==> src/rtl/cpu_defs_pkg.sv <==
package cpu_defs_pkg;

    // address and instruction width
    parameter int XLEN = 32;

    // byte offset bits of a word address, skipped by every index
    parameter int OFFSET_BITS = 2;

    // fetch restarts here after reset
    parameter logic [XLEN-1:0] RESET_PC = '0;

    // pc step for a not-taken instruction
    parameter logic [XLEN-1:0] INST_BYTES = XLEN'(4);

    // refill state of the fetcher
    // fetch_idle sends the next refill request,
    // fetch_wait waits for the memory controller to answer
    typedef enum logic {
        fetch_idle,
        fetch_wait
    } fetch_state_t;

endpackage

==> src/rtl/rv_isa_pkg.sv <==
package rv_isa_pkg;

    // opcode field position in a 32-bit instruction
    parameter int OPCODE_LSB = 0;
    parameter int OPCODE_MSB = 6;

    // sign bit of every immediate format
    parameter int IMM_SIGN_BIT = 31;

    // RV32I major opcodes
    // only jal and branch matter to the predictor
    typedef enum logic [OPCODE_MSB:OPCODE_LSB] {
        op_jal          = 7'b1101111,
        op_branch       = 7'b1100011,
        op_other_lui    = 7'b0110111,
        op_other_auipc  = 7'b0010111,
        op_other_jalr   = 7'b1100111,
        op_other_load   = 7'b0000011,
        op_other_store  = 7'b0100011,
        op_other_imm    = 7'b0010011,
        op_other_reg    = 7'b0110011,
        op_other_fence  = 7'b0001111,
        op_other_system = 7'b1110011
    } opcode_t;

endpackage

==> src/rtl/branch_predictor.sv <==
module branch_predictor #(
    parameter int BHT_ENTRIES = 64
) (
    input  logic                          clk,
    input  logic                          rst,

    input  logic [cpu_defs_pkg::XLEN-1:0] query_pc,
    input  logic [cpu_defs_pkg::XLEN-1:0] query_inst,
    output logic                          pred_taken,
    output logic [cpu_defs_pkg::XLEN-1:0] pred_offset,

    input  logic                          upd_valid,
    input  logic [cpu_defs_pkg::XLEN-1:0] upd_pc,
    input  logic                          upd_taken
);

    localparam int XLEN     = cpu_defs_pkg::XLEN;
    localparam int OFF      = cpu_defs_pkg::OFFSET_BITS;
    localparam int IDX_BITS = $clog2(BHT_ENTRIES);
    localparam int SIGN     = rv_isa_pkg::IMM_SIGN_BIT;

    logic [1:0] bht [BHT_ENTRIES];

    rv_isa_pkg::opcode_t opcode;
    logic [XLEN-1:0]     j_imm;
    logic [XLEN-1:0]     b_imm;
    logic [IDX_BITS-1:0] query_idx;
    logic [IDX_BITS-1:0] upd_idx;
    logic [1:0]          counter;

    assign opcode = rv_isa_pkg::opcode_t'(
        query_inst[rv_isa_pkg::OPCODE_MSB:rv_isa_pkg::OPCODE_LSB]);

    // J-type: imm[20|10:1|11|19:12]
    assign j_imm = {{12{query_inst[SIGN]}}, query_inst[19:12], query_inst[20],
                    query_inst[30:21], 1'b0};

    // B-type: imm[12|10:5] ... imm[4:1|11]
    assign b_imm = {{20{query_inst[SIGN]}}, query_inst[7], query_inst[30:25],
                    query_inst[11:8], 1'b0};

    assign query_idx = query_pc[IDX_BITS+OFF-1:OFF];
    assign upd_idx   = upd_pc[IDX_BITS+OFF-1:OFF];
    assign counter   = bht[query_idx];

    always_comb begin
        pred_taken  = 1'b0;
        pred_offset = cpu_defs_pkg::INST_BYTES;
        case (opcode)
            rv_isa_pkg::op_jal: begin
                pred_taken  = 1'b1;
                pred_offset = j_imm;
            end
            rv_isa_pkg::op_branch: begin
                // taken when counter is 2 or 3
                if (counter[1]) begin
                    pred_taken  = 1'b1;
                    pred_offset = b_imm;
                end
            end
            default: begin
                pred_taken  = 1'b0;
                pred_offset = cpu_defs_pkg::INST_BYTES;
            end
        endcase
    end

    // saturating two-bit counters, weakly not taken after reset
    always_ff @(posedge clk) begin
        if (rst) begin
            for (int i = 0; i < BHT_ENTRIES; i++) begin
                bht[i] <= 2'b01;
            end
        end else if (upd_valid) begin
            if (upd_taken && bht[upd_idx] != 2'b11) begin
                bht[upd_idx] <= bht[upd_idx] + 2'b01;
            end else if (!upd_taken && bht[upd_idx] != 2'b00) begin
                bht[upd_idx] <= bht[upd_idx] - 2'b01;
            end
        end
    end

endmodule

==> config.mk <==
export PLATFORM = sky130hd
export DESIGN_NAME = branch_predictor
export DESIGN_NICKNAME = d
export VERILOG_FILES = /design/src/rtl/cpu_defs_pkg.sv /design/src/rtl/rv_isa_pkg.sv /design/src/rtl/branch_predictor.sv
export SDC_FILE = /design/constraint.sdc
export NUM_CORES = 1
export LEC_CHECK = 0
export ABC_AREA = 1
export BUFFER_PORTS_ARGS = -buffer_cell sky130_fd_sc_hd__buf_4
export CORE_UTILIZATION = 40
export DETAILED_ROUTE_END_ITERATION = 16
export PLACE_DENSITY_LB_ADDON = 0.1
export SETUP_SLACK_MARGIN = 0.02
export SLEW_MARGIN = 40
export SYNTH_ARGS = -nofsm -noshare
export SYNTH_HDL_FRONTEND = slang
export SYNTH_SLANG_ARGS = --single-unit
export TNS_END_PERCENT = 10
==> constraint.sdc <==
create_clock -name clk -period 3.03 [get_ports clk]
set_clock_uncertainty 0.15 [all_clocks]
set_input_delay 0.4545 -clock clk [delete_from_list [all_inputs] [get_ports clk]]
set_output_delay 0.4545 -clock clk [all_outputs]
set_load 0.02 [all_outputs]
# After elaboration in Yosys (flattened, before gate mapping)
# Memories as Yosys holds them, arrays and structs flattened.
# Index checks and enable logic that the tools add are counted.
# totals
regBits	0
in_bits	100
wordCells	31
output_inout_bits	33
memories	1
ramBits	128
# memory_table
memory	words	width	read_ports	rd_clocked_by_memory_dff	wr	line	rtl
bht	64	2	2	0	64	branch_predictor.sv:22	logic [1:0] bht [BHT_ENTRIES];
# op_classes
add_sub_neg	2
bitwise_logic	1
n_reduce_logical	5
eq_ne	3
muxes	19
# op_table
cell	count
32-bit one-hot mux with 2 select lines	1
32-bit two-way mux	1
7-bit == test (second input constant)	2
1-bit two-way mux	13
6-bit two-way mux	1
2-bit two-way mux	2
2-bit by 1-bit adder with 2-bit output (second input constant)	1
1-bit logical AND	2
2-bit != test (second input constant)	1
1-bit one-hot mux with 2 select lines	1
2-bit nonzero test	1
2-bit OR reduction	1
2-bit by 1-bit subtractor with 2-bit output (second input constant)	1
1-bit zero test	1
1-bit OR	1

# Longest topological paths before layout
# An unclocked memory read counts as a cell.
# logic_depth
ltp_word	11
ltp_mapped	21
mapped_depth_nobuf	16

# Worst setup path before layout
# Ideal clock, no wire load.
# synth_path
kind	input-to-output
start	input port query_pc[2] in the netlist's numbering
end	output port pred_offset[21] in the netlist's numbering
required_time_ns	2.425
cell_stages	15
setup_slack_ns	0.019
t_arrival_ns	2.406
path_buffers	4
path_cell_list	clkbuf_1 inv_1 buf_2 buf_2 nor2_1 o22ai_1 nand2_1 nand2_1 nand2_1 nand3_1 nand3_1 nand2_1 nand3_1 nand2_1 buf_4
# synth_between
elab_chain_cells	3
# synth_lines
element	line	rtl
start: declaration	branch_predictor.sv:7	input logic [cpu_defs_pkg::XLEN-1:0] query_pc,
memory 64 x 2 bit	--	
32-bit two-way mux	branch_predictor.sv:56	if (counter[1]) begin
32-bit one-hot mux with 2 select lines	branch_predictor.sv:49	case (opcode)
end: declaration	branch_predictor.sv:10	output logic [cpu_defs_pkg::XLEN-1:0] pred_offset,
# No other way between the ends.

# Worst setup path in the final report
# layout_path
start	input port query_pc[2] in the netlist's numbering
end	output port pred_offset[11] in the netlist's numbering
# Same word-level chain as after synthesis.

==> reports/metrics.cfg <==
[power_and_ir_drop]
power.leakage_nw = 4.15
peakVddDrop_mv = 0.413
power.density_cell_area_nw_per_um2 = 501
power.total_w = 0.00478

[synth]
synthesis.instances = 1134
ys_ff_latch = 128
synth_nets = 1234
synth_area_per_cell_um2 = 7.02
yosysWarnings = 0
ys_seq_area_share_pct = 48.3
post_synth_num_cell_types = 23
synth.cell_area_um2 = 7960

[routing]
drt-wirelength-per-cell_um = 16.4
via_count = 7546
drt-initial-drc-count = 709
iteration_count_of_the_initial_detailed_routing_pass = 5
drt_wl_total_mm = 23.9
via_per_inst = 5.16
final_antenna_net_count = 0
number_of_design_rule_violations_left_after_detail_routing = 0

[sta]
min_period_over_period_pct = 93.5
tightest_hold_margin_ps = 560
grt_setup_unrepaired = no
maxSlewViolCount = 0
finalWorstPathRequiredPeriod_ps = 2830
setup_tns_ps = 0
hold_viol_final = 0
max_slew_margin_pct = 45.1
report.final.setup_viol = 0
worst_slew_pin_slew_ps = 824
final.setup.worst_slack_ps = 197
maximum_clock_frequency_mhz = 353

[setup_path]
crit_path_max_fanout = 15
timing.rr.end = bht[8][0]
worstPathArrival_ps = 2230
worstSetupEndpointType = output pin
critPathLaunchType = input port
critical_path_class = in2out
worstPathRequired_ps = 2430
reg2reg_setup_slack_ps = 600
worstRegToRegCells = 16
rr_startpoint = bht[49][1]

[finish]
largest_register = bht
number_of_flip_flops_under_the_largest_register_name = 128
drive_above_1_share_pct = 13.1
layout_top_registers = bht (128)
layout.nets = 1284
synthToLayoutAreaGrowth_pct = 19.8
antenna_cells = 0
final-instance-count-excl-fill = 1462

[placed_design]
io_buffers = 79
gp_congestion = 0.851
pre_cts_ws_ps = 172
hpwl_mm = 15.3
place_inst = 1429

[global_route]
grt_overflow = 0
grt_start_max_net_pins = 65
grt_pass1_wl_mm = 36.8
antenna_violations_before_repair = 0
grt_use_total_pct = 24.4
via_count_of_the_first_global_routing_pass = 6986

[clock_tree]
clock_sink_count = 128
cts-buffers-inserted = 17
ctsLongestPathBuffers = 2
clk-insertion-delay-late_ps = 430
h-tree-depth = 4
clockRootBuffer = sky130_fd_sc_hd__clkbuf_16
buffers_inserted_during_post_cts_setup_optimization = 0
cts.repair.resized = 0
postCtsHoldBufs = 0
clkTransAtPathRegs_ps = 60
cts_tree = yes

[min_path]
min_path_cells = 5
hold_path_startpoint = upd_pc[4]
hold-path-endpoint = bht[63][0]
hold_class = in2reg

[outcome]
run_status = complete, no violations

[floorplan]
floorplan.io_pins = 133
row_count = 51
chipWidth_um = 143
die_y_um = 143
design.die.area_um2 = 20500
fp.coreArea_um2 = 19500
start_util_pct = 40.9

[job]
timing.max_cap.violations = 0

## cell usage in the layout (no fill, tap or decap)
| cell type | instances |
|---|---|
| sky130_fd_sc_hd__nand2_1 | 569 |
| sky130_fd_sc_hd__nor2_1 | 162 |
| sky130_fd_sc_hd__edfxtp_1 | 128 |
| sky130_fd_sc_hd__buf_4 | 99 |
| sky130_fd_sc_hd__nand3_1 | 95 |
| sky130_fd_sc_hd__o21ai_0 | 31 |
| sky130_fd_sc_hd__inv_1 | 24 |
| sky130_fd_sc_hd__clkbuf_16 | 18 |
| sky130_fd_sc_hd__buf_12 | 16 |
| sky130_fd_sc_hd__o22ai_1 | 13 |
| sky130_fd_sc_hd__nor3_1 | 8 |
| sky130_fd_sc_hd__clkinv_2 | 5 |
| sky130_fd_sc_hd__clkinvlp_4 | 4 |
| sky130_fd_sc_hd__a21oi_1 | 4 |
| sky130_fd_sc_hd__clkinv_4 | 4 |
| sky130_fd_sc_hd__inv_2 | 3 |
| sky130_fd_sc_hd__clkinv_1 | 2 |
| sky130_fd_sc_hd__nand2_2 | 2 |
| sky130_fd_sc_hd__bufinv_16 | 2 |
| sky130_fd_sc_hd__nand3b_1 | 1 |
| sky130_fd_sc_hd__nand4_1 | 1 |
| sky130_fd_sc_hd__nand3_2 | 1 |
| sky130_fd_sc_hd__nor4_2 | 1 |
| sky130_fd_sc_hd__or2_2 | 1 |
| sky130_fd_sc_hd__o21ai_1 | 1 |
| sky130_fd_sc_hd__nand2_4 | 1 |
| sky130_fd_sc_hd__conb_1 | 1 |
## worst max-delay path by stage
stage                           end   startpoint  cells after the start  slack, ps
floorplan           pred_offset[21]  query_pc[2]                     15        150
global placement    pred_offset[11]  query_pc[2]                     15        170
detailed placement        bht[8][0]    upd_pc[2]                     19        170
finish              pred_offset[11]  query_pc[2]                     15        200
global route        pred_offset[11]  query_pc[2]                     14         30
CTS                 pred_offset[11]  query_pc[2]                     15        170
## cells in the mapped netlist, drive strengths merged
library cell	number	share of area (%)
clkbuf	35	1.6
a21oi	4	0.25
inv	28	1.3
clkinv	1	0.047
nand2	572	27
edfxtp	128	48
conb	1	0.047
o21ai	32	2.0
nand4	1	0.079
or2	1	0.079
nor2	162	7.6
nor3	8	0.50
o22ai	13	1.0
buf	50	3.9
nor4	1	0.079
nand3b	1	0.094
nand3	96	6.1
## logic make-up after synthesis
kind of cell    Yosys count  share of synthesized area (%)
compound gates           49                           3.28
buf+inv                 114                           6.88
flops                   128                           48.3
other cells               1                         0.0471
simple gates            842                           41.5
## report_power, final
part	internal [W]	switching [W]
clock network	0.00120	0.000807
registers	0.00198	0.0000185
logic	0.000245	0.000523
total	0.00343	0.00135
## cell type report
class                      count  area (um^2)
fill                        1925         9920
sequential                   128         3840
multi-input combinational    892         3590
timing repair buffer         116         1090
clock buffer                  17          425
tap                          265          332
clock inverter                15          146
inverter                      29          113
## per-layer routing
metal	GRT usage, %	up-vias	wire length [um]
met5	0	-	0
met4	12.3	0	778
met3	4.69	59	1800
met2	41.8	290	11300
met1	29.0	3473	10100
li1	-	3724	-
## critical path, cell delays in order
cell	delay, ps
sky130_fd_sc_hd__buf_4	130
sky130_fd_sc_hd__clkinvlp_4	120
sky130_fd_sc_hd__buf_12	150
sky130_fd_sc_hd__o21ai_0	80
sky130_fd_sc_hd__o22ai_1	220
sky130_fd_sc_hd__nand2_1	80
sky130_fd_sc_hd__nand2_1	160
sky130_fd_sc_hd__nand2_1	70
sky130_fd_sc_hd__nand3_1	80
sky130_fd_sc_hd__nand3_1	70
sky130_fd_sc_hd__nand2_1	80
sky130_fd_sc_hd__buf_4	180
sky130_fd_sc_hd__nand3_1	100
sky130_fd_sc_hd__nand2_1	100
sky130_fd_sc_hd__buf_4	140
## through the flow
stage	util (%)	area, um^2
floorplan	-	7970
global placement	45.9	8940
detailed placement	45.9	8940
CTS	48.9	9510
global route	49.0	9540
finish	49.0	9540
No activity file was read; power rests on OpenSTA's default activity.
