**src/rtl/cpu_defs_pkg.sv**
```systemverilog
package cpu_defs_pkg;

    // address and instruction width
    parameter int XLEN = 32;

    // byte offset bits of a word address, skipped by every index
    parameter int OFFSET_BITS = 2;

    // fetch restarts here after reset
    parameter logic [XLEN-1:0] RESET_PC = '0;

    // pc step for a not-taken instruction
    parameter logic [XLEN-1:0] INST_BYTES = XLEN'(4);

    // refill state of the fetcher
    // fetch_idle sends the next refill request,
    // fetch_wait waits for the memory controller to answer
    typedef enum logic {
        fetch_idle,
        fetch_wait
    } fetch_state_t;

endpackage

```
**src/rtl/mem_ctrl.sv**
```systemverilog
module mem_ctrl (
    input  logic                          clk,
    input  logic                          rst,
    input  logic                          rdy,

    // fetcher side
    input  logic                          mem_req,
    input  logic [cpu_defs_pkg::XLEN-1:0] mem_addr,
    input  logic                          mem_drop,
    output logic                          mem_ok,
    output logic [cpu_defs_pkg::XLEN-1:0] mem_data,

    // APB requester
    output logic                          psel,
    output logic                          penable,
    output logic                          pwrite,
    output logic [cpu_defs_pkg::XLEN-1:0] paddr,
    input  logic [cpu_defs_pkg::XLEN-1:0] prdata,
    input  logic                          pready
);

    typedef enum logic [1:0] {
        apb_idle,
        apb_setup,
        apb_access
    } apb_state_t;

    apb_state_t                   state;
    logic                         dropped;
    logic                         pend;
    logic [cpu_defs_pkg::XLEN-1:0] pend_addr;
    logic                         req_now;
    logic                         drop_now;
    logic                         start;

    // fetcher pulses only count on cycles where the unit runs
    assign req_now  = rdy && mem_req;
    assign drop_now = rdy && mem_drop;
    assign start    = (state == apb_idle) && (req_now || (rdy && pend && !drop_now));

    // read-only master
    assign pwrite = 1'b0;

    always_ff @(posedge clk) begin
        if (rst) begin
            state   <= apb_idle;
            psel    <= 1'b0;
            penable <= 1'b0;
            mem_ok  <= 1'b0;
            dropped <= 1'b0;
            pend    <= 1'b0;
        end else begin
            // fetcher consumes ok on an rdy cycle
            if (rdy) begin
                mem_ok <= 1'b0;
            end

            if (drop_now) begin
                pend <= 1'b0;
                if (state != apb_idle) begin
                    dropped <= 1'b1;
                end
            end

            // request while a dropped transfer drains
            if (req_now && state != apb_idle) begin
                pend <= 1'b1;
            end

            case (state)
                apb_idle: begin
                    if (start) begin
                        psel    <= 1'b1;
                        pend    <= 1'b0;
                        dropped <= 1'b0;
                        state   <= apb_setup;
                    end
                end
                apb_setup: begin
                    penable <= 1'b1;
                    state   <= apb_access;
                end
                apb_access: begin
                    if (pready) begin
                        psel    <= 1'b0;
                        penable <= 1'b0;
                        mem_ok  <= !(dropped || drop_now);
                        state   <= apb_idle;
                    end
                end
                default: state <= apb_idle;
            endcase
        end
    end

    // address and read data
    always_ff @(posedge clk) begin
        if (start) begin
            paddr <= req_now ? mem_addr : pend_addr;
        end
        if (req_now && state != apb_idle) begin
            pend_addr <= mem_addr;
        end
        if (state == apb_access && pready) begin
            mem_data <= prdata;
        end
    end

endmodule

```
**config.mk**
```make
export PLATFORM = sky130hd
export DESIGN_NAME = mem_ctrl
export DESIGN_NICKNAME = d
export VERILOG_FILES = /design/src/rtl/cpu_defs_pkg.sv /design/src/rtl/mem_ctrl.sv
export SDC_FILE = /design/constraint.sdc
export NUM_CORES = 1
export LEC_CHECK = 0
export BUFFER_PORTS_ARGS = -buffer_cell sky130_fd_sc_hd__buf_2
export CAP_MARGIN = 20
export CORE_ASPECT_RATIO = 1.1
export CORE_MARGIN = 4
export CORE_UTILIZATION = 48
export CTS_CLUSTER_DIAMETER = 200
export CTS_CLUSTER_SIZE = 24
export DETAILED_ROUTE_END_ITERATION = 7
export GPL_TIMING_DRIVEN = 0
export PLACE_DENSITY = 0.83
export SLEW_MARGIN = 20
export SYNTH_ARGS = -nofsm -noshare
export SYNTH_HDL_FRONTEND = slang
export SYNTH_SLANG_ARGS = --single-unit
```
**constraint.sdc**
```tcl
create_clock -name clk -period 2.45 [get_ports clk]
set_input_delay 0.245 -clock clk [delete_from_list [all_inputs] [get_ports clk]]
set_output_delay 0.245 -clock clk [all_outputs]
set_load 0.05 [all_outputs]
```
; ---- Word level (Yosys, flattened, before mapping)
; Index checks and enable logic that the tools add are counted.
[classes]
n_eq_ne = 4
n_mux = 19
reduce_logical = 18
[op_table]
columns = operator, count
row1 = two-way mux 32 bit, 1
row2 = two-way mux 1 bit, 13
row3 = logical AND 1 bit, 7
row4 = one-hot mux 2 bit (3 select lines), 1
row5 = nonzero test 2 bit, 3
row6 = two-way mux 2 bit, 2
row7 = "inequality test 2 bit, second input constant", 2
row8 = one-hot mux 1 bit (2 select lines), 2
row9 = AND reduction 2 bit, 2
row10 = AND reduction 3 bit, 1
row11 = "== test 2 x 1 -> 1 bit, second input constant", 1
row12 = "== test 2 bit, second input constant", 1
row13 = logical NOT 1 bit, 2
row14 = logical NOT 2 bit, 1
row15 = logical OR 1 bit, 2
[word_totals]
register_bits = 103
inputBits = 70
out_inout_bits = 68

; ---- Logic depth before layout (Yosys ltp)
; Gate-level depths: netlist of the first run.
[logic_depth]
word_depth = 7
mapped_depth = 4

; ---- Least setup slack after synthesis of the first run
; Ideal clock, no wire load.
[synth_path]
kind = input port to flip-flop
from = in mem_req
to = reg pend_addr[0] in the netlist's numbering, enable pin
setup_ps = 421
arrival_ps = 1842
t_required_ps = 2029
setup_slack_ps = 187
path_stages = 3
path_buffers = 1
cell_sequence = nand2_4 buf_6 nor2_1
[synth_between]
elab_chain_cells = 2
[synth_lines]
columns = item, line
row1 = "start, declared", mem_ctrl.sv:7  ; input logic mem_req,
row2 = logical AND 1 bit, mem_ctrl.sv:37  ; assign req_now = rdy && mem_req;
row3 = logical AND 1 bit, mem_ctrl.sv:101  ; if (req_now && state != apb_idle) begin
row4 = "end signal, assigned", mem_ctrl.sv:102  ; pend_addr <= mem_addr;
row5 = "end, declared", mem_ctrl.sv:31  ; logic [cpu_defs_pkg::XLEN-1:0] pend_addr;
; Every way passes these cells.
; A chain may end at the register's enable or synchronous reset.

; ---- Worst setup path in the final report of the first run
[layout_path]
from = reg state[1]
to = reg paddr[14] in the netlist's numbering, enable pin
[layout_between]
elab_chain_cells = 2
[layout_lines]
columns = item, line
row1 = "start, declared", mem_ctrl.sv:28  ; apb_state_t state;
row2 = "start signal, assigned", mem_ctrl.sv:46  ; state <= apb_idle;
row3 = "start signal, assigned", mem_ctrl.sv:76  ; state <= apb_setup;
row4 = "start signal, assigned", mem_ctrl.sv:81  ; state <= apb_access;
row5 = logical NOT 2 bit, mem_ctrl.sv:39  ; assign start = (state == apb_idle) && (req_now || (rdy && pend && !drop_now));
row6 = logical AND 1 bit, mem_ctrl.sv:39
row7 = via start, mem_ctrl.sv:34  ; logic start;
row8 = "end signal, assigned", mem_ctrl.sv:99  ; paddr <= req_now ? mem_addr : pend_addr;
row9 = "end, declared", mem_ctrl.sv:17  ; output logic [cpu_defs_pkg::XLEN-1:0] paddr,
; The timed path passes the listed nets, and every way through them passes these cells.

==> impl_metrics.env, run 1 <==
export IMPL_run_status="completed"
export IMPL_yosys_area_share_simple_pct=2.23
export IMPL_clk_pin_slew_ns=0.10
export IMPL_slew_viol_final=0
export IMPL_rr_worst_depth=3
export IMPL_fp_dieArea_um2=9170
export IMPL_setup_viol=0
export IMPL_cts_setup_buffers=0
export IMPL_crit_start="state[1]$_SDFFE_PP0P_"
export IMPL_synthXorXnorAreaFrac_pct=0
export IMPL_gp_congestion=0.694
export IMPL_grtUsageTotal_pct=15.0
export IMPL_path_cells="nor2_1 > o211ai_1 > inv_2"
export IMPL_root_buffer="clkbuf_8"
export IMPL_cp_top_family="buffers and inverters"
export IMPL_arrival_ns=1.77
export IMPL_via_count=2004
export IMPL_ys_ff_latch=103
export IMPL_cap_violations=0
export IMPL_tritoncts="done"
export IMPL_avgSynthCellArea_um2=22.0
export IMPL_grt_max_degree=34
export IMPL_vias_per_cell=4.70
export IMPL_fp_dieW_um=91.7
export IMPL_cts_hold_buf=0
export IMPL_final_cell_mix="buf_2 (136), edfxtp_1 (96), mux2_4 (29)"
export IMPL_synth_compound_area_share_pct=1.49
export IMPL_critical_path_class="reg -> reg"
export IMPL_drive_gt1_share_pct=60.1
export IMPL_dp_cells=410
export IMPL_start_util_pct=49.5
export IMPL_final_cells=426
export IMPL_drt_pass1_iter_count=4
export IMPL_n_antenna_cell=0
export IMPL_wl_um=6850
export IMPL_io_buffer_count=136
export IMPL_min_path_type="in -> reg"
export IMPL_dp_slack_ns=0.606
export IMPL_grt_pass1_wl_um=10400
export IMPL_period_needed_ns=1.79
export IMPL_synth_cell_types=24
export IMPL_antenna_found_initial=0
export IMPL_power_density_nw_per_um2=693
export IMPL_clkLatencyLatePin_ns=0.35
export IMPL_io_pin_count=138
export IMPL_cellLeakagePower_nw=1.94
export IMPL_synth_seq_area_share_pct=81.8
export IMPL_tns_ns=0
export IMPL_ant_nets=0
export IMPL_yosys_warnings=0
export IMPL_syn_inst=168
export IMPL_critPathMaxFanout=33
export IMPL_relSlewSlack_pct=50.8
export IMPL_syn_area_um2=3700
export IMPL_area_growth_pct=27.8
export IMPL_core_area_um2=7470
export IMPL_syn_nets=238
export IMPL_grt_setup_unrepaired="no"
export IMPL_ff2ff_setup_slack_ns=0.66
export IMPL_overflow=0
export IMPL_endpoint_kind="register"
export IMPL_timing_fmax_mhz=559
export IMPL_slowest_delay_ns=0.59
export IMPL_cp_depth=3
export IMPL_grt_pass1_vias=2044
export IMPL_path_buf_inv=1
export IMPL_htreeDepth=3
export IMPL_finClkSkew_ns=0.0127
export IMPL_synth_top_family_by_area="multiplexers"
export IMPL_worst_slack_ns=0.660
export IMPL_dp_hpwl_um=5100
export IMPL_synthAdderAreaFrac_pct=0
export IMPL_drc=0
export IMPL_worstPathRequired_ns=2.43
export IMPL_die_height_um=100
export IMPL_layout_nets=386
export IMPL_tightest_slew_ns=0.737
export IMPL_start_kind="register"
export IMPL_clock_sinks=103
export IMPL_crit_path_top_delay_cell="inv_2"
export IMPL_layout_commonest_cell="buf_2"
export IMPL_synthMuxAreaShare_pct=13.0
export IMPL_peakVddDrop_mv=0.353
export IMPL_hold_viol=0
export IMPL_cts_made_buffers=9
export IMPL_wl_per_cell_um=16.1
export IMPL_worstReg2RegEnd="paddr[14]$_DFFE_PP_"
export IMPL_num_rows=33
export IMPL_drtIter0Drc=90
export IMPL_period_share_pct=73.1
export IMPL_cts_resized=0
export IMPL_crit_end="paddr[14]$_DFFE_PP_"
export IMPL_worstReg2RegStart="state[1]$_SDFFE_PP0P_"
export IMPL_cts_max_path_buffers=2
==> cell usage after synthesis, drive strengths merged <==
cell     n  area, um^2
mux2    32         469
nand3b   2        15.0
inv      3        11.3
or2      1        6.26
nand2    2        15.0
nor3     1        5.00
nor2b    1        6.26
conb     1        3.75
a21oi    3        15.0
o21ai    2        10.0
edfxtp  96        2880
nor2     6        22.5
a211oi   1        7.51
nand2b   1        6.26
and2     1        6.26
o211ai   1        7.51
a211o    1        8.76
mux2i    1        10.0
a31oi    1        6.26
buf      4        41.3
dfxtp    7         140
==> layout make-up <==
cell class,instances,area [um^2]
tap,105,131
fill,544,2750
buffer,4,41.3
multi-input combinational,58,628
clock buffer,9,124
sequential,103,3020
timing repair buffer,137,708
inverter,3,11.3
clock inverter,7,55.1
==> routing by layer <==
layer | track usage [%] | vias up | routed length, um
li1 | - | 950 | -
met1 | 17.9 | 936 | 2780
met2 | 25.0 | 109 | 3290
met3 | 4.72 | 9 | 697
met4 | 6.84 | 0 | 85
met5 | 0 | - | 0
==> flip-flops by register name, summed over array words and instances (netlist names), 2 cells and up <==
| register | count |
|---|---|
| mem_data | 32 |
| paddr | 32 |
| pend_addr | 32 |
| state | 2 |
==> where the power goes <==
part	internal [mW]	leakage (nW)	switching, mW	total [mW]
sequential	1.97	0.934	0.0127	1.99
clock	0.381	0.0931	0.581	0.961
combinational	0.117	0.913	0.209	0.326
==> kinds of logic (layout without fill, tap and decap cells) <==
family,after synthesis,after routing
other,1,1
muxes,33,33
buffers and inverters,7,160
and+or+nand+nor,15,15
DFF,103,103
AOI/OAI and AO/OA,9,9
==> worst min-delay path by stage <==
stage / start / end / depth (start not counted)
after detailed placement: prdata[6] / mem_data[6]$_DFFE_PP_ / 1
after floorplan: rst / mem_ok$_SDFF_PP0_ / 1
after global routing: prdata[21] / mem_data[21]$_DFFE_PP_ / 1
final: prdata[6] / mem_data[6]$_DFFE_PP_ / 1
after CTS: prdata[6] / mem_data[6]$_DFFE_PP_ / 1
after global placement: prdata[30] / mem_data[30]$_DFFE_PP_ / 1
==> stage by stage <==
stage                     total power [mW]  hold slack, ns  area (um^2)  util [%]
after global placement                2.34           0.422         4510      60.3
after global routing                  3.41          0.0351         4720      63.2
final                                 3.27          0.0568         4720      63.2
after CTS                             3.31          0.0344         4720      63.2
after floorplan                       2.24           0.314         3700         -
after detailed placement              2.36           0.423         4540      60.8
(Power assumes the default switching activity.)
==> inputs of run 2 (changes only) <==
- ABC_AREA: unset -> 1
- CORE_UTILIZATION: 48 -> 43
- PLACE_DENSITY: 0.83 -> 0.79
- clock period: 2.45 -> 1.55 ns (I/O delays scaled with it)
==> run 2 against run 1 <==
Wire length increased by 29%. Register-to-register slack worse by 0.51 ns. Clock skew decreased by 0.0013 ns. Clock-buffer cell count unchanged. First-iteration DRC count grew 1.1%. Critical endpoint is now paddr[27]$_DFFE_PP_. Via count rose by 30%. Worst hold slack better by 0.037 ns. Worst setup slack lost 0.51 ns. Utilization increased by 4.0 points. Die area is 8.0% higher. Clock power is 56% higher. Critical path type unchanged. Combinational power up 120%.
==> impl_metrics.env, run 2 <==
export IMPL_num_rows=34
export IMPL_dp_slack_ns=-0.308
export IMPL_arrival_ns=1.46
export IMPL_grt_busiest_layer="met2"
export IMPL_synth_cell_types=15
export IMPL_area_growth_pct=50.0
export IMPL_core_area_um2=8040
export IMPL_die_height_um=104
export IMPL_gp_congestion=0.775
export IMPL_period_needed_ns=1.40
export IMPL_wl_per_cell_um=15.3
export IMPL_grt_setup_unrepaired="no"
export IMPL_io_pin_count=138
export IMPL_grt_pass1_vias=2733
export IMPL_cp_top_family="simple AND/OR/NAND/NOR gates"
export IMPL_critPathMaxFanout=8
export IMPL_start_util_pct=44.8
export IMPL_worst_slack_ns=0.153
export IMPL_syn_inst=244
export IMPL_timing_fmax_mhz=716
export IMPL_dp_hpwl_um=5430
export IMPL_htreeDepth=3
export IMPL_slew_viol_final=0
export IMPL_yosys_area_top_type="edfxtp_1"
export IMPL_synth_top_area_share_pct=80.0
export IMPL_post_route_util_pct=67.2
export IMPL_fp_dieArea_um2=9910
export IMPL_worstPathRequired_ns=1.62
export IMPL_wl_um=8830
export IMPL_syn_area_um2=3600
export IMPL_slowest_delay_ns=0.36
export IMPL_grt_max_degree=22
export IMPL_fp_dieW_um=95.3
export IMPL_final_cell_mix="buf_2 (139), nand2_1 (106), edfxtp_1 (96)"
export IMPL_drtIter0Drc=91
export IMPL_cap_violations=0
export IMPL_place_area_um2=4460
export IMPL_cellLeakagePower_nw=2.29
export IMPL_cts_made_buffers=9
export IMPL_vias_per_cell=4.51
export IMPL_hold_viol=0
export IMPL_final_area_um2=5400
export IMPL_drt_pass1_iter_count=5
export IMPL_synth_edff_count=96
export IMPL_syn_nets=314
export IMPL_clock_sinks=103
export IMPL_hold_depth=3
export IMPL_yosys_warnings=0
export IMPL_cp_depth=4
export IMPL_avgSynthCellArea_um2=14.8
export IMPL_n_antenna_cell=0
export IMPL_min_path_type="in -> reg"
export IMPL_yosysMostFrequentCell="nand2_1"
export IMPL_ant_nets=0
export IMPL_ys_ff_latch=103
export IMPL_use_met2_pct=33.6
export IMPL_synth_ff_type="edfxtp_1"
export IMPL_via_count=2609
export IMPL_finClkSkew_ns=0.0114
export IMPL_tritoncts="done"
export IMPL_path_buf_inv=2
export IMPL_top_regs="mem_data x32, paddr x32, pend_addr x32"
export IMPL_async_flop_share_pct=0
export IMPL_setup_viol=0
export IMPL_rr_worst_depth=4
export IMPL_start_kind="register"
export IMPL_use_met1_pct=19.4
export IMPL_finalPower_mw=5.40
export IMPL_antenna_found_initial=0
export IMPL_layout_commonest_cell="buf_2"
export IMPL_io_buffer_count=136
export IMPL_endpoint_kind="register"
export IMPL_peakVddDrop_mv=0.543
export IMPL_power_density_nw_per_um2=998
export IMPL_clkLatencyLatePin_ns=0.35
export IMPL_root_buffer="clkbuf_8"
export IMPL_clk_pin_slew_ns=0.10
export IMPL_overflow=0
export IMPL_run_status="completed"
export IMPL_crit_path_top_delay_cell="dfxtp_1"
export IMPL_synth_seq_area_share_pct=83.9
export IMPL_period_share_pct=90.1
export IMPL_critical_path_class="reg -> reg"
export IMPL_cts_max_path_buffers=2
export IMPL_grtUsageTotal_pct=18.0
export IMPL_drc=0
export IMPL_layout_nets=535
export IMPL_synth_commonest_cells="nand2_1 (106), edfxtp_1 (96), inv_1 (8), dfxtp_1 (7), nor2_1 (7)"
export IMPL_grt_pass1_wl_um=13500
export IMPL_fill_cells=556
export IMPL_drive_gt1_share_pct=37.0
export IMPL_synth_area_leaders="edfxtp_1 (80%), nand2_1 (11%), dfxtp_1 (3.9%)"
export IMPL_met3_usage_pct=5.50
export IMPL_path_cells="nor2_2 > nand2_1 > clkinvlp_4 > buf_12"
[run 2: area by class of cell]
class | instances | area (um^2) | area share, %
buffer | 7 | 56.3 | 1.04
tap | 108 | 135 | 2.50
multi-input combinational | 125 | 498 | 9.22
clock buffer | 9 | 124 | 2.29
timing repair inverter | 2 | 15.0 | 0.278
clock inverter | 7 | 56.3 | 1.04
sequential | 103 | 3020 | 55.9
timing repair buffer | 208 | 1450 | 26.9
inverter | 9 | 42.5 | 0.787
[run 2: tightest hold or removal path, stage by stage]
cell	delay [ns]
buf_2	0.09
nand3b_1	0.09
a21oi_1	0.06
[run 2: path summary, 6_finish.rpt]
kind / start / to / slack [ns]
worst min-delay path: pready / state[1]$_SDFFE_PP0P_ / 0.09
worst max-delay path: state[1]$_SDFFE_PP0P_ / paddr[27]$_DFFE_PP_ / 0.15
worst min register to register: penable$_SDFFE_PP0P_ / penable$_SDFFE_PP0P_ / 0.47
worst max register to register: state[1]$_SDFFE_PP0P_ / paddr[27]$_DFFE_PP_ / 0.15
[run 2: layer usage]
layer	wire length, um	vias to the layer above
li1	-	1271
met1	3280	1204
met2	4600	130
met3	916	4
met4	34	0
met5	0	-
[run 2: report_power, final]
group / leakage, nW / internal [mW] / switching, mW
Combinational: 1.27 / 0.284 / 0.447
Clock: 0.0854 / 0.601 / 0.901
Sequential: 0.937 / 3.14 / 0.0242
[run 2: cell families (layout without fill, tap and decap cells)]
group / after synthesis / count (layout) / share of synthesized area (%)
AND/OR/NAND/NOR: 120 / 120 / 12.9
AO/OA/AOI/OAI: 4 / 4 / 0.556
other: 1 / 1 / 0.104
buffers and inverters: 16 / 242 / 2.54
flip-flops: 103 / 103 / 83.9
[run 2: what timing repair did]
action                                  4_1_cts  5_1_grt
pin swaps                                     0        0
hold endpoints to repair                     67        0
endpoints found under the setup margin       65       64
setup buffers                                 3        3
hold buffers                                 65        0
cloned                                        2        0
gates resized for setup                       3        1
[run 2: metrics by stage]
step | TNS, ns | hold WS (ns) | cells
after floorplan | -4.83 | 0.224 | 244
after detailed placement | -19.34 | 0.334 | 489
after CTS | 0 | 0.0724 | 575
final | 0 | 0.0937 | 578
after global routing | 0 | 0.0696 | 578
after global placement | -41.36 | 0.332 | 488
==> inputs of run 3 (changes only) <==
--- a/config.mk
+++ b/config.mk
@@ -12,3 +12,4 @@
 export CORE_MARGIN = 4
-export CORE_UTILIZATION = 43
+export CORE_UTILIZATION = 45
+export CTS_BUF_LIST = sky130_fd_sc_hd__clkbuf_2
 export CTS_CLUSTER_DIAMETER = 200
@@ -17,3 +18,3 @@
 export GPL_TIMING_DRIVEN = 0
-export PLACE_DENSITY = 0.79
+export PLACE_DENSITY = 0.82
 export SLEW_MARGIN = 20
==> constraint.sdc (replaced) <==
create_clock -name clk -period 1.55 [get_ports clk]
set_input_delay 0 -clock clk [delete_from_list [all_inputs] [get_ports clk]]
set_output_delay 0 -clock clk [all_outputs]
set_load 0.05 [all_outputs]
==> run 3 against run 2 <==
Sequential power hardly changed. Clock power is 4% lower. Sequential share of layout area hardly changed. Utilization is 3.6 points higher. Die area is 4.1% lower. Final cell count is 0.35% higher. Register-to-register slack worse by 0.08 ns. Clock-buffer cell count stayed put. Via count is 1.1% higher. Largest cell class unchanged. Largest power group unchanged.
==> impl_metrics.env, run 3 (synthesis gave the netlist of run 2 again) <==
export IMPL_tritoncts="done"
export IMPL_root_buffer="clkbuf_2"
export IMPL_peakVddDrop_mv=0.575
export IMPL_final_cell_mix="buf_2 (139), nand2_1 (106), edfxtp_1 (96)"
export IMPL_fp_dieW_um=93.3
export IMPL_clkLatencyLatePin_ns=0.53
export IMPL_io_pin_count=138
export IMPL_cts_made_buffers=9
export IMPL_timing_fmax_mhz=676
export IMPL_endpoint_kind="register"
export IMPL_clock_sinks=103
export IMPL_grt_pass1_vias=2704
export IMPL_holdPathEnd="mem_data[0]$_DFFE_PP_"
export IMPL_ant_nets=0
export IMPL_drtIter0Drc=64
export IMPL_start_util_pct=47.2
export IMPL_start_kind="register"
export IMPL_vias_per_cell=4.55
export IMPL_wl_um=9050
export IMPL_worstReg2RegEnd="pend_addr[18]$_DFFE_PP_"
export IMPL_relSlewSlack_pct=65.5
export IMPL_via_count=2637
export IMPL_slew_viol_final=0
export IMPL_drt_pass1_iter_count=5
export IMPL_hold_depth=2
export IMPL_n_antenna_cell=0
export IMPL_dp_slack_ns=-0.244
export IMPL_grt_pass1_wl_um=13800
export IMPL_run_status="completed"
export IMPL_critPathMaxFanout=18
export IMPL_htreeDepth=3
export IMPL_cap_violations=0
export IMPL_layout_nets=540
export IMPL_hold_viol=0
export IMPL_fp_dieArea_um2=9500
export IMPL_cts_max_path_buffers=2
export IMPL_num_rows=33
export IMPL_crit_start="state[1]$_SDFFE_PP0P_"
export IMPL_ff2ff_setup_slack_ns=0.07
export IMPL_clk_pin_slew_ns=0.27
export IMPL_worstHoldStart="prdata[0]"
export IMPL_io_buffer_count=136
export IMPL_cellLeakagePower_nw=2.31
export IMPL_tightest_slew_ns=0.517
export IMPL_core_area_um2=7640
export IMPL_min_path_type="in -> reg"
export IMPL_drive_gt1_share_pct=37.1
export IMPL_layout_commonest_cell="buf_2"
export IMPL_grt_setup_unrepaired="no"
export IMPL_wl_per_cell_um=15.6
export IMPL_period_needed_ns=1.48
export IMPL_setup_viol=0
export IMPL_period_share_pct=95.4
export IMPL_antenna_found_initial=0
export IMPL_rr_worst_depth=3
export IMPL_gp_congestion=0.739
export IMPL_worst_slack_ns=0.0715
export IMPL_grtUsageTotal_pct=19.4
export IMPL_finClkSkew_ns=0.0200
export IMPL_power_density_nw_per_um2=990
export IMPL_finalPower_mw=5.35
export IMPL_top_regs="mem_data x32, paddr x32, pend_addr x32"
export IMPL_holdWs_ns=0.152
export IMPL_die_height_um=102
export IMPL_arrival_ns=1.75
export IMPL_grt_max_degree=19
export IMPL_post_route_util_pct=70.8
export IMPL_area_growth_pct=50.1
export IMPL_critical_path_class="reg -> reg"
export IMPL_overflow=0
export IMPL_worstPathRequired_ns=1.82
export IMPL_dp_hpwl_um=5500
export IMPL_drc=0
export IMPL_worstReg2RegStart="state[1]$_SDFFE_PP0P_"
run 3: changes by cell type in the layout (fill, tap and decap cells not counted):
cell,before,now
buf_12,4,3
buf_4,3,5
bufinv_16,0,2
clkbuf_2,0,9
clkbuf_8,9,0
clkinv_1,1,0
clkinvlp_4,6,5
dlygate4sd3_1,65,69
run 3: through the flow:
step,std cells,area [um^2],TNS (ns)
2_1_floorplan,244,3610,-3.82
3_3_place_gp,485,4420,-32.19
3_5_place_dp,486,4450,-13.68
4_1_cts,577,5380,0
5_1_grt,580,5410,0
6_report,580,5410,0
run 3: routing by layer:
layer	vias to the layer above	global-route usage [%]	part of all wire [%]
li1	1284	-	-
met1	1215	21.9	38
met2	124	34.7	51
met3	14	5.96	9.8
met4	0	6.99	1.5
met5	-	0	0
run 3: timing repair:
| action | CTS | global route |
|---|---|---|
| endpoints found under the hold margin | 103 | 0 |
| gates resized for setup | 3 | 1 |
| gates cloned | 2 | 0 |
| hold buffers | 69 | 0 |
| endpoints found under the setup margin | 65 | 58 |
| setup buffers | 4 | 3 |
run 3: how the worst max path moves through the flow:
| stage | to | slack (ns) | cells past startpoint |
|---|---|---|---|
| 2_1_floorplan | pend_addr[0]$_DFFE_PP_ | -0.12 | 2 |
| 3_3_place_gp | pend_addr[12]$_DFFE_PP_ | -0.69 | 4 |
| 3_5_place_dp | mem_data[24]$_DFFE_PP_ | -0.24 | 3 |
| 4_1_cts | paddr[29]$_DFFE_PP_ | 0.01 | 4 |
| 5_1_grt | paddr[18]$_DFFE_PP_ | 0.009 | 4 |
| 6_report | pend_addr[18]$_DFFE_PP_ | 0.07 | 3 |
run 3: layout make-up:
class                   instances  area, um^2
clock buffers                   9        45.0
plain buffers                   7        56.3
repair inverters                2        15.0
clock inverters                 7         105
repair buffers                213        1490
fillers                       518        2230
inverters                       9        42.5
well taps                     105         131
flip-flops and latches        103        3020
multi-input cells             125         498
run 3: worst max-delay path, stage by stage (launching register included):
cell,delay (ns)
dfxtp_1,0.47
nor2_2,0.10
nor2_4,0.42
buf_16,0.22
run 3: power by group:
part           switching (mW)  internal (mW)
logic                   0.447          0.292
clock network           0.886          0.558
registers              0.0259           3.14
